File: config.mk
export PLATFORM = sky130hd
export DESIGN_NAME = fftCtrlTop
export DESIGN_NICKNAME = d
export VERILOG_FILES = /design/src/logic/fftCtrlPkg.sv /design/src/logic/bankAddrGen.sv /design/src/logic/bankRotation.sv /design/src/logic/fftCtrlTop.sv /design/src/logic/fftSeqCtrl.sv /design/src/logic/twiddleExpGen.sv
export VERILOG_INCLUDE_DIRS = /design/src /design/src/include
export SDC_FILE = /design/constraint.sdc
export NUM_CORES = 1
export LEC_CHECK = 0
export ABC_CLOCK_PERIOD_IN_PS = 15080
export BUFFER_PORTS_ARGS = -buffer_cell sky130_fd_sc_hd__buf_2
export CAP_MARGIN = 20
export CORE_UTILIZATION = 56
export DETAILED_ROUTE_END_ITERATION = 8
export PLACE_DENSITY = 0.95
export SLEW_MARGIN = 10
export SYNTH_ARGS = -nofsm -noshare
export SYNTH_HDL_FRONTEND = slang
export SYNTH_SLANG_ARGS = --single-unit
export TNS_END_PERCENT = 10
File: constraint.sdc
create_clock -name CLK -period 15.08 [get_ports CLK]
set_input_delay 3.016 -clock CLK [delete_from_list [all_inputs] [get_ports CLK]]
set_output_delay 3.016 -clock CLK [all_outputs]
set_load 0.01 [all_outputs]
File: src/include/fftCtrl_settings.svh
`ifndef FFTCTRL_SETTINGS_SVH
`define FFTCTRL_SETTINGS_SVH

// Transform size
`define FFT_POINTS    512
`define ADDR_W        9   // Bank address and counter width
`define DIGIT_W       3   // One radix-8 digit
`define NUM_BANKS     8

// Twiddle exponent width
`define EXP_W         12

// Memory schedule
`define PIPE_DELAY    8   // Write counter lag behind reads
`define EXP_DELAY     7   // Exponent counter lag behind reads
`define FLUSH_CYCLES  3

`endif

File: src/logic/fftCtrlPkg.sv
`default_nettype none

`include "fftCtrl_settings.svh"

package fftCtrlPkg;

    typedef enum logic [2:0] {
        phIdle   = 3'd0,
        phInput  = 3'd1,
        phIter1  = 3'd2,
        phIter2  = 3'd3,
        phOutput = 3'd4,
        phFlush0 = 3'd5,
        phFlush1 = 3'd6,
        phFlush2 = 3'd7
    } fftPhase_t;

    // Counter split into radix-8 digits, high digit first
    typedef struct packed {
        logic [`DIGIT_W-1:0] d2;
        logic [`DIGIT_W-1:0] d1;
        logic [`DIGIT_W-1:0] d0;
    } cntDigits_t;

    typedef logic [`NUM_BANKS-1:0][`ADDR_W-1:0] bankAddrs_t;

    typedef struct packed {
        logic       we;
        bankAddrs_t addr;
    } memPort_t;

    typedef struct packed {
        logic                selExtn;
        logic                selItr;
        logic [`DIGIT_W-1:0] permWrite;
        logic [`DIGIT_W-1:0] permRead;
        logic [`DIGIT_W-1:0] hrmfSel;
    } muxSel_t;

    typedef logic [`NUM_BANKS-1:0][`EXP_W-1:0] twiddleExps_t;

    typedef logic [`NUM_BANKS-1:0][`DIGIT_W-1:0] bankIdx_t;

endpackage

`default_nettype wire

File: src/logic/bankAddrGen.sv
`timescale 1ns/100ps
`default_nettype none

`include "fftCtrl_settings.svh"

module bankAddrGen import fftCtrlPkg::*; (
    input  wire fftPhase_t    phase,
    input  wire [`ADDR_W-1:0] rdCnt,
    input  wire [`ADDR_W-1:0] wrCnt,
    input  wire bankIdx_t     rdIdx,
    input  wire bankIdx_t     wrIdx,
    output bankAddrs_t        ioBufAddr,
    output bankAddrs_t        fscAddr
);

    cntDigits_t r;
    cntDigits_t w;
    bankAddrs_t rdAddr;
    bankAddrs_t wrAddr;

    assign r = rdCnt;
    assign w = wrCnt;

    // Iteration patterns, only selected during iter1 and iter2
    always_comb begin
        for (int b = 0; b < `NUM_BANKS; b++) begin
            if (phase == phIter1) begin
                rdAddr[b] = {rdIdx[b], r.d0, r.d2};
                wrAddr[b] = {wrIdx[b], w.d0, w.d2};
            end else begin
                rdAddr[b] = {r.d2, r.d1, rdIdx[b]};
                wrAddr[b] = {w.d2, w.d1, wrIdx[b]};
            end
        end
    end

    always_comb begin
        for (int b = 0; b < `NUM_BANKS; b++) begin
            case (phase)
                phInput:  ioBufAddr[b] = rdCnt;      // Linear fill
                phIter1:  ioBufAddr[b] = rdAddr[b];
                phIter2:  ioBufAddr[b] = wrAddr[b];
                phOutput: ioBufAddr[b] = {r.d0, rdIdx[b], r.d2}; // Digit reversed
                default:  ioBufAddr[b] = '0;
            endcase
        end
    end

    always_comb begin
        for (int b = 0; b < `NUM_BANKS; b++) begin
            case (phase)
                phIter1: fscAddr[b] = wrAddr[b];
                phIter2: fscAddr[b] = rdAddr[b];
                default: fscAddr[b] = '0;
            endcase
        end
    end

endmodule

`default_nettype wire

File: src/logic/bankRotation.sv
`timescale 1ns/100ps
`default_nettype none

`include "fftCtrl_settings.svh"

module bankRotation import fftCtrlPkg::*; (
    input  wire                     CLK,
    input  wire                     RSTn,
    input  wire fftPhase_t          phase,
    input  wire [`ADDR_W-1:0]       rdCnt,
    input  wire [`ADDR_W-1:0]       wrCnt,
    output bankIdx_t                rdIdx,
    output bankIdx_t                wrIdx,
    output logic [`DIGIT_W-1:0]     permWrite,
    output logic [`DIGIT_W-1:0]     permRead
);

    cntDigits_t          rd;
    cntDigits_t          wr;
    logic [`DIGIT_W-1:0] rdRot;
    logic [`DIGIT_W-1:0] wrRot;

    assign rd = rdCnt;
    assign wr = wrCnt;

    // Digit sum, wraps mod 8
    assign rdRot = rd.d2 + rd.d1 + rd.d0;
    assign wrRot = wr.d2 + wr.d1 + wr.d0;

    always_comb begin
        for (int b = 0; b < `NUM_BANKS; b++) begin
            rdIdx[b] = `DIGIT_W'(b) - rdRot;
            wrIdx[b] = `DIGIT_W'(b) - wrRot;
        end
    end

    assign permWrite = (phase == phInput) ? rdRot : wrRot;

    // Aligns with read data one cycle later
    always_ff @(posedge CLK or negedge RSTn) begin
        if (!RSTn)
            permRead <= '0;
        else
            permRead <= rdRot;
    end

    assert property (@(posedge CLK) disable iff (!RSTn)
        $past(phase == phInput) |-> permRead == $past(permWrite));

endmodule

`default_nettype wire

File: src/logic/fftCtrlTop.sv
`timescale 1ns/100ps
`default_nettype none

`include "fftCtrl_settings.svh"

module fftCtrlTop import fftCtrlPkg::*; (
    input  wire          CLK,
    input  wire          RSTn,
    input  wire          start,
    output logic         done,
    output memPort_t     ioBuf,
    output memPort_t     fsc,
    output muxSel_t      muxSel,
    output twiddleExps_t twiddle
);

    fftPhase_t           phase;
    logic [`ADDR_W-1:0]  rdCnt, wrCnt, expCnt;
    logic                ioBufWe, fscWe;
    logic                selExtn, selItr;
    logic [`DIGIT_W-1:0] hrmfSel, permWrite, permRead;
    bankIdx_t            rdIdx, wrIdx;
    bankAddrs_t          ioBufAddr, fscAddr;

    fftSeqCtrl fftSeqCtrl_i (
        .CLK(CLK), .RSTn(RSTn), .start(start),
        .phase(phase), .rdCnt(rdCnt), .wrCnt(wrCnt), .expCnt(expCnt),
        .done(done), .ioBufWe(ioBufWe), .fscWe(fscWe),
        .selExtn(selExtn), .selItr(selItr), .hrmfSel(hrmfSel)
    );

    bankRotation bankRotation_i (
        .CLK(CLK), .RSTn(RSTn), .phase(phase), .rdCnt(rdCnt), .wrCnt(wrCnt),
        .rdIdx(rdIdx), .wrIdx(wrIdx), .permWrite(permWrite), .permRead(permRead)
    );

    bankAddrGen bankAddrGen_i (
        .phase(phase), .rdCnt(rdCnt), .wrCnt(wrCnt), .rdIdx(rdIdx), .wrIdx(wrIdx),
        .ioBufAddr(ioBufAddr), .fscAddr(fscAddr)
    );

    twiddleExpGen twiddleExpGen_i (.phase(phase), .expCnt(expCnt), .twiddle(twiddle));

    assign ioBuf  = '{we: ioBufWe, addr: ioBufAddr};
    assign fsc    = '{we: fscWe, addr: fscAddr};
    assign muxSel = '{selExtn: selExtn, selItr: selItr, permWrite: permWrite,
                      permRead: permRead, hrmfSel: hrmfSel};

endmodule

`default_nettype wire

File: src/logic/fftSeqCtrl.sv
`timescale 1ns/100ps
`default_nettype none

`include "fftCtrl_settings.svh"

module fftSeqCtrl import fftCtrlPkg::*; (
    input  wire                 CLK,
    input  wire                 RSTn,
    input  wire                 start,
    output fftPhase_t           phase,
    output logic [`ADDR_W-1:0]  rdCnt,
    output logic [`ADDR_W-1:0]  wrCnt,
    output logic [`ADDR_W-1:0]  expCnt,
    output logic                done,
    output logic                ioBufWe,
    output logic                fscWe,
    output logic                selExtn,
    output logic                selItr,
    output logic [`DIGIT_W-1:0] hrmfSel
);

    localparam logic [`ADDR_W-1:0] lastCnt = `ADDR_W'(`FFT_POINTS - 1);

    fftPhase_t nextPhase;
    logic      termCnt;
    logic      busy;

    assign busy = (phase == phIter1) || (phase == phIter2);

    // Terminal count per phase, always set in idle and flush
    always_comb begin
        case (phase)
            phInput, phOutput: termCnt = (rdCnt == lastCnt);
            phIter1, phIter2:  termCnt = (wrCnt == lastCnt);
            default:           termCnt = 1'b1;
        endcase
    end

    always_comb begin
        nextPhase = phase;
        case (phase)
            phIdle:   if (start) nextPhase = phInput;
            phInput:  if (termCnt) nextPhase = phIter1;
            phIter1:  if (termCnt) nextPhase = phIter2;
            phIter2:  if (termCnt) nextPhase = phOutput;
            phOutput: if (termCnt) nextPhase = phFlush0;
            phFlush0: nextPhase = phFlush1;
            phFlush1: nextPhase = phFlush2;
            default:  nextPhase = phIdle;
        endcase
    end

    always_ff @(posedge CLK or negedge RSTn) begin
        if (!RSTn) begin
            phase  <= phIdle;
            rdCnt  <= '0;
            wrCnt  <= '0;
            expCnt <= '0;
        end else begin
            phase <= nextPhase;
            rdCnt <= termCnt ? '0 : rdCnt + 1'b1;
            if (termCnt || !busy)
                wrCnt <= '0;
            else if (wrCnt == '0 && rdCnt < `PIPE_DELAY)
                wrCnt <= '0; // Hold until the pipe fills
            else
                wrCnt <= wrCnt + 1'b1;
            if (termCnt || !busy)
                expCnt <= '0;
            else if (expCnt == '0 && rdCnt < `EXP_DELAY)
                expCnt <= '0;
            else
                expCnt <= expCnt + 1'b1;
        end
    end

    assign done    = (phase == phOutput);
    assign ioBufWe = (phase == phInput) || (phase == phIter2);
    assign fscWe   = (phase == phIter1);
    assign selExtn = (phase != phInput);  // External data only while filling
    assign selItr  = (phase == phIter2);
    assign hrmfSel = busy ? rdCnt[`DIGIT_W-1:0] - `DIGIT_W'(1) : '0;

    assert property (@(posedge CLK) disable iff (!RSTn)
        $changed({ioBufWe, fscWe}) |-> $past(termCnt));
    assert property (@(posedge CLK) disable iff (!RSTn)
        $rose(done) |-> $past(phase == phIter2 && termCnt));
    assert property (@(posedge CLK) disable iff (!RSTn)
        (start && phase != phIdle && phase != phInput) |=> phase != phInput);
    assert property (@(posedge CLK) disable iff (!RSTn)
        (phase == phOutput && termCnt) |-> ##(`FLUSH_CYCLES + 1) phase == phIdle);

endmodule

`default_nettype wire

File: src/logic/twiddleExpGen.sv
`timescale 1ns/100ps
`default_nettype none

`include "fftCtrl_settings.svh"

module twiddleExpGen import fftCtrlPkg::*; (
    input  wire fftPhase_t    phase,
    input  wire [`ADDR_W-1:0] expCnt,
    output twiddleExps_t      twiddle
);

    cntDigits_t        e;
    logic [`EXP_W-1:0] n1, n2, n3, n4, n5, n6, n7, n8;
    logic [`EXP_W-1:0] exp0;
    logic [`EXP_W-1:0] acc;

    assign e = expCnt;

    // Base multiples from shifts and adds
    assign n1 = (phase == phIter1) ? {{(`EXP_W - 2*`DIGIT_W){1'b0}}, e.d2, e.d1} : '0;
    assign n2 = n1 << 1;
    assign n3 = n1 + n2;
    assign n4 = n2 << 1;
    assign n5 = n1 + n4;
    assign n6 = n3 << 1;
    assign n7 = n1 + n6;
    assign n8 = n4 << 1;  // Step between banks

    always_comb begin
        case (e.d0)
            3'd1:    exp0 = n1;
            3'd2:    exp0 = n2;
            3'd3:    exp0 = n3;
            3'd4:    exp0 = n4;
            3'd5:    exp0 = n5;
            3'd6:    exp0 = n6;
            3'd7:    exp0 = n7;
            default: exp0 = '0;
        endcase
    end

    always_comb begin
        acc = exp0;
        for (int k = 0; k < `NUM_BANKS; k++) begin
            twiddle[k] = acc;
            acc        = acc + n8;
        end
    end

endmodule

`default_nettype wire
Word-level counts from Yosys, hierarchy flattened
Index checks and enable logic that the tools add are counted.
{ "totals": {"output_inout_bits": 254, "word_cells": 122, "ff_bits": 33} }
{ "op_classes": {"n_mux": 48, "n_reduce_logical": 12, "eq_ne": 21, "n_lt_le_gt_ge": 2, "addsub": 34} }
{ "op_table": {"columns": ["cell", "count"], "rows": [
  ["case mux 9 bit (4 select lines)", 8],
  ["two-way mux 9 bit", 21],
  ["case mux 9 bit (2 select lines)", 8],
  ["adder 12 bit", 10],
  ["case mux 12 bit (7 select lines)", 1],
  ["adder 9 x 1 -> 9 bit (second input constant)", 3],
  ["subtractor 3 bit (first input constant)", 8],
  ["equality test 3 bit (second input constant)", 7],
  ["two-way mux 3 bit", 7],
  ["case mux 3 bit (7 select lines)", 1],
  ["equality test 9 bit (second input constant)", 2],
  ["zero test 9 bit", 2],
  ["adder 3 bit", 4],
  ["equality test 3 x 2 -> 1 bit (second input constant)", 4],
  ["subtractor 1 x 3 -> 3 bit (first input constant)", 4],
  ["subtractor 2 x 3 -> 3 bit (first input constant)", 4],
  ["less-than comparator 9 x 3 -> 1 bit (second input constant)", 1],
  ["less-than comparator 9 x 4 -> 1 bit (second input constant)", 1],
  ["!= test 2 bit (second input constant)", 4],
  ["equality test 3 x 1 -> 1 bit (second input constant)", 2],
  ["two-way mux 6 bit", 1],
  ["AND reduction 5 bit", 1],
  ["OR reduction 2 bit", 2],
  ["zero test 3 bit", 1],
  ["7 further kinds", 10]
]} }

Depth between registers and ports, before layout
Gate-level depths: netlist of the first run.
{ "depth": {"word_depth": 12, "ltp_mapped": 44, "ltp_nobuf": 42} }

By module
Synthesis of the first run repeated with hierarchy kept, for this count alone.
{ "hier_totals": {"hier_cells": 970, "area_unflattened_um2": 7571.0} }
{ "modules_own_cells": {"columns": ["mod", "n_inst", "area_per_inst_um2", "seq_area_each_um2", "cells_per_inst"], "rows": [
  ["twiddleExpGen", 1, 3641.0, 0.0, 497],
  ["bankAddrGen", 1, 1604.0, 0.0, 230],
  ["fftSeqCtrl", 1, 1587.8, 750.7, 166],
  ["bankRotation", 1, 708.2, 75.1, 73],
  ["fftCtrlTop", 1, 30.0, 0.0, 4]
]} }

Least setup slack after synthesis of the first run
Ideal clock, no wire load.
{ "synth_timing": {"path_type": "reg-to-output", "from": "register fftSeqCtrl_i.phase[2]", "to": "output twiddle[95] in the netlist's numbering", "t_arrival_ns": 8.677, "stages_incl_launch_ff": 42, "path_slack_ns": 3.387, "t_required_ns": 12.064, "cell_sequence": "dfrtp_1 -> buf_6 -> nand2b_4 -> nand2b_4 -> inv_4 -> clkbuf_1 -> and2_1 -> ha_1 -> nor2b_1 -> a21o_1 -> a221o_1 -> a222oi_1 -> a21oi_1 -> a221oi_1 -> nor2_1 -> ha_1 -> a211oi_1 -> nor2_1 -> (+6 left out) -> o21a_1 -> o31a_1 -> a21oi_1 -> ha_1 -> o21a_1 -> o31a_1 -> a21oi_1 -> ha_1 -> xor2_1 -> ha_1 -> o21ai_0 -> nand2b_1 -> xor2_1 -> ha_1 -> a21oi_1 -> inv_1 -> nand3_1 -> xnor2_1"} }
{ "synth_lines": {"columns": ["element", "line", "source"], "rows": [
  ["start, declared", "fftSeqCtrl.sv:10", "output fftPhase_t phase,"],
  ["start signal, assigned", "fftSeqCtrl.sv:55", "phase <= phIdle;"],
  ["start signal, assigned", "fftSeqCtrl.sv:60", "phase <= nextPhase;"],
  ["end, declared", "fftCtrlTop.sv:14", "output twiddleExps_t twiddle"]
]} }

==> results of run 1 <==
-- cells in the mapped netlist (3+ instances only) --
master    instances
nor4_1            5
dfrtp_1          33
a22o_1            3
buf_6             3
o21ai_1           4
clkbuf_1         37
inv_1            47
a211oi_1          8
o21bai_1         11
nor3_1            7
and3_1            8
nand2b_1          5
xnor2_1          61
a22oi_1          10
a222oi_1          5
o21ai_0          90
xor2_1           30
nor2_1           80
nand3_1          17
a21o_1           20
a221oi_1          3
xnor2_2           5
a31oi_1           3
a21oi_1          42
fa_1             11
and2_1            9
ha_1             64
o31a_1            3
nand4_1           4
buf_2             3
nor2b_1          15
buf_1             3
buf_4           102
nand2_1          85
mux2i_1           8
o21a_1            7
a31o_2            3
-- kinds of logic (layout without fill, tap and decap cells) --
| group | after synthesis | count (layout) | share of synthesized area, % |
|---|---|---|---|
| compound gates | 232 | 232 | 22.1 |
| flops | 33 | 33 | 12.2 |
| xor+xnor | 101 | 101 | 14.6 |
| buf+inv | 198 | 315 | 17.0 |
| other cells | 1 | 3 | 0.0552 |
| simple gates | 252 | 252 | 17.5 |
| fa+ha+maj | 75 | 75 | 15.0 |
| mux | 10 | 10 | 1.57 |
-- layer usage --
layer | track usage, % | up-vias | wire (um)
met5 | 0 | - | 0
met4 | 9.78 | 0 | 555
met3 | 7.51 | 59 | 2240
met2 | 49.5 | 422 | 9130
met1 | 43.2 | 3281 | 8400
li1 | - | 3228 | -
-- registers in the layout, indices dropped and copies added, names as in the netlist --
signal	cells
fftSeqCtrl_i.rdCnt	9
fftSeqCtrl_i.phase	3
fftSeqCtrl_i.wrCnt	9
bankRotation_i.permRead	3
fftSeqCtrl_i.expCnt	9
-- critical path: cells and delay by family, from the launching register on --
family                   cells  cell delay [ns]
buffers and inverters        3             0.51
flip-flops                   1             0.79
adder cells (fa/ha/maj)      8             2.69
XOR/XNOR                     4             0.64
AO/OA/AOI/OAI               13             2.50
AND/OR/NAND/NOR             11             2.14
-- power groups by stage --
stage / Clock [mW] / Sequential (mW) / Combinational (mW)
after detailed placement: 0 / 0.0902 / 0.00240
after global placement: 0 / 0.0902 / 0.00235
final: 0.120 / 0.0886 / 0.00230
after floorplan: 0 / 0.0902 / 0.000904
after global routing: 0.125 / 0.0886 / 0.00278
after CTS: 0.120 / 0.0886 / 0.00243
-- through the flow --
stage,total power [mW],cell area (sq um),instances
after floorplan,0.0911,6800,904
after global placement,0.0925,7300,1155
after detailed placement,0.0926,7300,1155
after CTS,0.211,7480,1163
after global routing,0.216,7490,1164
final,0.210,7490,1164
-- worst paths after layout --
| kind | slack, ns | depth (start not counted) | to |
|---|---|---|---|
| max in group asynchronous | 11.80 | 1 | fftSeqCtrl_i.rdCnt[4] |
| min reg2reg | 0.56 | 1 | fftSeqCtrl_i.expCnt[0] |
| min in group asynchronous | 2.80 | 1 | fftSeqCtrl_i.expCnt[0] |
| min | 0.56 | 1 | fftSeqCtrl_i.expCnt[0] |
| max reg2reg | 11.99 | 5 | fftSeqCtrl_i.phase[0] |
| max | 2.47 | 39 | twiddle[95] |
-- final cells by class --
type | count | area, sq um | area share, %
Clock buffer | 6 | 139 | 1.86
Clock inverter | 2 | 37.5 | 0.501
Sequential cell | 33 | 826 | 11.0
Inverter | 50 | 190 | 2.54
Multi-Input combinational cell | 673 | 4820 | 64.4
Tap cell | 143 | 179 | 2.39
Timing Repair Buffer | 257 | 1300 | 17.3
==> Implementation_results.wiki, run 1 <==
{| class="wikitable"
! Metric !! Value
|-
| Setup slack at placement || 2.91 ns
|-
| Filler instances || 919
|-
| Final setup fails || 0
|-
| Aggregate routed wire length || 20.3 mm
|-
| CP Launch Point || fftSeqCtrl_i.phase[1]
|-
| Leading post-synthesis cells by cell area || dfrtp_1, ha_1, buf_4, xnor2_1, o21ai_0
|-
| HPWL after DPL || 16.2 mm
|-
| Max Root-Sink Buffers || 2
|-
| Post-Route Hold Slack || 0.565 ns
|-
| Ports || 257
|-
| Starting density of the core || 58.5%
|-
| Pwr per Cell Area || 28.1 nW/um^2
|-
| Max-cap violations || 0
|-
| Final net count || 1098
|-
| Post-DRT Antenna Nets || 0
|-
| Average instance area after synthesis || 7.53 sq um
|-
| IR Drop Worst-Case VDD || 0.0000688 V
|-
| Flip-flop and latch count after synthesis || 33
|-
| Tightest slew margin relative to the limit || 30.8%
|-
| Part of the power in registers || 42.1%
|-
| Post-DR wirelength/cell || 17.5 um
|-
| Worst hold path type || reg -> reg
|-
| Final period utilization || 83.6%
|-
| Largest stage delay on the critical path || 0.79 ns
|-
| Setup repair after global routing missed its margin || false
|-
| Dominant cell type by area after synthesis || dfrtp_1
|-
| Portion of the post-synthesis area used by sequential elements || 12.2%
|-
| Most common library cell in the layout ignoring fill and taps || buf_2
|-
| Port Buf Inserts || 253
|-
| # H-tree levels || 2
|-
| P_leak || 4.29 nW
|-
| Count of hold buffers inserted by post-cts repair || 0
|-
| Horizontal extent of the die || 112 um
|-
| Type of element capturing the critical path || output pin
|-
| Count of different cell masters after synthesis || 73
|-
| Clock transition at the registers of the reported paths || 0.05 ns
|-
| Run status || finished, violations left
|-
| Final-report hold violation count || 0
|-
| Gate count after technology mapping || 902
|-
| Violations in the final reports || DRC
|-
| Critical path required time || 12.06 ns
|-
| Final Critical Period || 12.61 ns
|-
| Top library cells by usage in the layout, fill and taps aside || buf_2, o21ai_0, nand2_1
|-
| Peak clock frequency supported by timing || 79.3 MHz
|-
| Internal power of the cells || 0.171 mW
|-
| Floorplan Core Area || 11600 sq um
|-
| RD Place Congestion || 0.967
|-
| Cell with the most instances on the worst path || ha_1
|-
| Accumulated negative setup slack || 0 ns
|-
| # Post-CTS Setup Buffers || 0
|-
| Area of the mapped netlist || 6790 sq um
|-
| Initial antenna violation count || 0
|-
| Number of slew-limit violations in the final report || 0
|-
| Kind of start point of the critical path || flip-flop
|-
| Total DRC errors in the routed layout || 19
|-
| Vias in the first global route || 6268
|-
| Worst clock skew || 0.00622 ns
|-
| Library cell used as clock root buffer || clkbuf_16
|-
| Share of post-route cells with drive strength above 1 || 28.8%
|-
| Source of the worst register-to-register timing path || fftSeqCtrl_i.phase[1]
|-
| Worst min-delay path startpoint || fftSeqCtrl_i.expCnt[0]
|-
| Combinational cell fraction of total power || 1.1%
|-
| Standard-cell rows || 39
|-
| Y dimension of the die || 112 um
|-
| Clock network fraction of total power || 56.8%
|-
| Worst slew pin tran || 1.04 ns
|-
| Number of buffers added by the clock tree synthesis step || 5
|-
| Count of routing violations after the opening detailed-route iteration || 978
|-
| Area delta synth->final || 10.2%
|-
| Area share of the leading cell type in the synthesized netlist || 12.2%
|-
| DR pass1 iterations || 9
|-
| Slowest stage cell, crit path || dfrtp_1
|-
| Synthesis Warnings || 0
|-
| TritonCTS sink count || 33
|-
| Die area || 12600 sq um
|-
| Clock insertion delay at the later pin of the skew report || 0.28 ns
|-
| Post-Route Utilization || 64.5%
|-
| Antenna diode count || 0
|-
| DR vias || 6990
|-
| Crit path DAT || 9.60 ns
|-
| Aggregate global routing overflow || 0
|-
| CP max FO || 34
|-
| Fraction of power spent switching nets || 18.7%
|-
| Vias per cell || 6.01
|-
| Proportion of synthesized flip-flops having asynchronous set or reset || 100%
|-
| Maximum number of pins on one net before global-route repair || 35
|-
| Top FF cell, synth || dfrtp_1
|-
| Count of flip-flops with a built-in enable after synthesis || 0
|-
| Power dissipated by switching net loads || 0.0393 mW
|-
| Global-route wire length before repair || 32.4 mm
|-
| Least setup slack across all paths after layout || 2.47 ns
|-
| TritonCTS clock tree || done
|-
| Resized Gates After CTS || 0
|-
| Type of the worst setup path || reg -> out
|-
| Overall fraction of global-route tracks in use || 31.6%
|}
No activity file was read; power rests on OpenSTA's default activity.
==> run 2: changes to the inputs <==
- ABC_CLOCK_PERIOD_IN_PS: 15080 -> 11160
- CORE_UTILIZATION: 56 -> 47
- PLACE_DENSITY: 0.95 -> 0.9
- clock period: 15.08 -> 11.16 ns (I/O delays scaled with it)
==> run 2 against run 1 <==
The flow now finishes without violations; first-iteration DRC count is 22% lower; register-to-register slack worse by 3.6 ns; clock skew hardly changed; setup slack worse by 2.1 ns; combinational power is 36% higher; clock power is 32% higher; worst hold slack worse by 0.019 ns; largest cell class unchanged; highest routed layer unchanged.
==> Implementation_results.wiki, run 2 (same netlist as run 1, synthesis figures left out) <==
{| class="wikitable"
! Metric !! Value
|-
| Max Root-Sink Buffers || 2
|-
| Max-cap violations || 0
|-
| Vias in the first global route || 6095
|-
| Pwr per Cell Area || 37.0 nW/um^2
|-
| Run status || completed
|-
| Largest stage delay on the critical path || 0.50 ns
|-
| Registers with the most flip-flops || fftSeqCtrl_i.expCnt x9, fftSeqCtrl_i.rdCnt x9, fftSeqCtrl_i.wrCnt x9
|-
| Share of post-route cells with drive strength above 1 || 29.9%
|-
| Number of slew-limit violations in the final report || 0
|-
| Slowest stage cell, crit path || dfrtp_2
|-
| Fraction of power spent switching nets || 17.9%
|-
| Worst slew pin tran || 0.853 ns
|-
| Type of the worst setup path || reg -> out
|-
| Post-Route Utilization || 54.4%
|-
| TritonCTS clock tree || done
|-
| Combinational cell fraction of total power || 1.1%
|-
| Starting density of the core || 48.6%
|-
| Standard-cell rows || 43
|-
| Final net count || 1103
|-
| Post-DR wirelength/cell || 16.6 um
|-
| Total DRC errors in the routed layout || 0
|-
| Die area || 14900 sq um
|-
| Power dissipated by switching net loads || 0.0504 mW
|-
| Part of the power in registers || 42.5%
|-
| Tightest slew margin relative to the limit || 42.5%
|-
| Layout Cell Area excl Fill || 7610 sq um
|-
| Port Buf Inserts || 253
|-
| HPWL after DPL || 15.8 mm
|-
| # Post-CTS Setup Buffers || 0
|-
| Count of hold buffers inserted by post-cts repair || 0
|-
| Top library cells by usage in the layout, fill and taps aside || buf_2, o21ai_0, nand2_1
|-
| Initial antenna violation count || 0
|-
| Clock transition at the registers of the reported paths || 0.05 ns
|-
| Cell with the most instances on the worst path || ha_1
|-
| Clock network fraction of total power || 56.4%
|-
| Floorplan Core Area || 14000 sq um
|-
| DR pass1 iterations || 6
|-
| DR vias || 6894
|-
| Final setup fails || 0
|-
| Cells on Worst Hold Path || 1
|-
| Peak clock frequency supported by timing || 92.7 MHz
|-
| Type of element capturing the critical path || output pin
|-
| Overall fraction of global-route tracks in use || 25.6%
|-
| Area delta synth->final || 12.1%
|-
| TritonCTS sink count || 33
|-
| Final-report hold violation count || 0
|-
| Resized Gates After CTS || 0
|-
| IR Drop Worst-Case VDD || 0.0000743 V
|-
| # H-tree levels || 2
|-
| Count of routing violations after the opening detailed-route iteration || 758
|-
| Vias per cell || 5.72
|-
| Y dimension of the die || 122 um
|-
| Horizontal extent of the die || 122 um
|-
| Aggregate routed wire length || 20.0 mm
|-
| Count of cells along the worst register-to-register path || 6
|-
| Worst hold path type || reg -> reg
|-
| Library cell used as clock root buffer || clkbuf_16
|-
| Most common library cell in the layout ignoring fill and taps || buf_2
|-
| Final Critical Period || 10.78 ns
|-
| Instance area at placement || 7390 sq um
|-
| Aggregate global routing overflow || 0
|-
| P_leak || 4.33 nW
|-
| Antenna diode count || 0
|-
| Internal power of the cells || 0.231 mW
|-
| RD Place Congestion || 1.00
|-
| Final period utilization || 96.6%
|-
| Filler instances || 1276
|-
| Worst clock skew || 0.00635 ns
|-
| Post-DRT Antenna Nets || 0
|-
| Clock insertion delay at the later pin of the skew report || 0.27 ns
|-
| Crit path DAT || 8.55 ns
|-
| CP max FO || 28
|-
| Number of buffers added by the clock tree synthesis step || 5
|-
| Maximum number of pins on one net before global-route repair || 34
|-
| Ports || 257
|-
| Kind of start point of the critical path || flip-flop
|-
| Global-route wire length before repair || 30.7 mm
|-
| Critical path required time || 8.93 ns
|}
-- run 2: routing by layer --
metal  vias to the layer above  global-route usage (%)  wire length [um]  part of all wire (%)
li1                       3232                       -                 -                     -
met1                      3249                    35.7              8600                    43
met2                       376                    40.4              9040                    45
met3                        37                    4.51              2010                    10
met4                         0                    6.94               365                   1.8
met5                         -                       0                 0                     0
-- run 2: final cells by class --
cell class | instances | area [sq um] | share of cell area, %
well taps | 180 | 225 | 2.96
flip-flops and latches | 33 | 827 | 10.9
clock inverters | 1 | 30.0 | 0.394
repair buffers | 262 | 1340 | 17.6
clock buffers | 7 | 143 | 1.87
inverters | 50 | 198 | 2.60
multi-input cells | 673 | 4850 | 63.7
-- run 2: through the flow --
step | setup TNS (ns) | hold WS [ns] | setup slack [ns] | total power, mW | std cells
5_1_grt | -0.0645 | 0.590 | -0.0618 | 0.290 | 1206
3_3_place_gp | 0 | 0.525 | 0.925 | 0.125 | 1198
4_1_cts | 0 | 0.539 | 0.342 | 0.283 | 1206
6_report | 0 | 0.546 | 0.377 | 0.282 | 1206
3_5_place_dp | 0 | 0.532 | 0.667 | 0.125 | 1198
2_1_floorplan | 0 | 0.499 | 0.251 | 0.123 | 904
-- run 2: path summary, 6_finish.rpt --
check | from | to | slack (ns)
max | fftSeqCtrl_i.phase[0] | twiddle[94] | 0.38
min | fftSeqCtrl_i.expCnt[0] | fftSeqCtrl_i.expCnt[0] | 0.55
max reg2reg | fftSeqCtrl_i.phase[1] | fftSeqCtrl_i.phase[0] | 8.44
min reg2reg | fftSeqCtrl_i.expCnt[0] | fftSeqCtrl_i.expCnt[0] | 0.55
max in group asynchronous | RSTn | fftSeqCtrl_i.phase[0] | 8.63
min in group asynchronous | RSTn | fftSeqCtrl_i.expCnt[1] | 2.02
-- run 2: power groups by stage --
stage	logic, mW	registers, mW	clock network, mW
floorplan	0.00122	0.122	0
global placement	0.00324	0.122	0
detailed placement	0.00332	0.122	0
CTS	0.00331	0.120	0.160
global route	0.00370	0.120	0.166
finish	0.00312	0.120	0.159
-- run 2: worst max-delay path: cells and delay by family, from the launching register on --
| family | cells | cell delay, ns |
|---|---|---|
| compound gates | 14 | 2.37 |
| xor+xnor | 5 | 0.89 |
| fa+ha+maj | 9 | 2.93 |
| buf+inv | 4 | 0.62 |
| flops | 1 | 0.50 |
| simple gates | 8 | 0.96 |
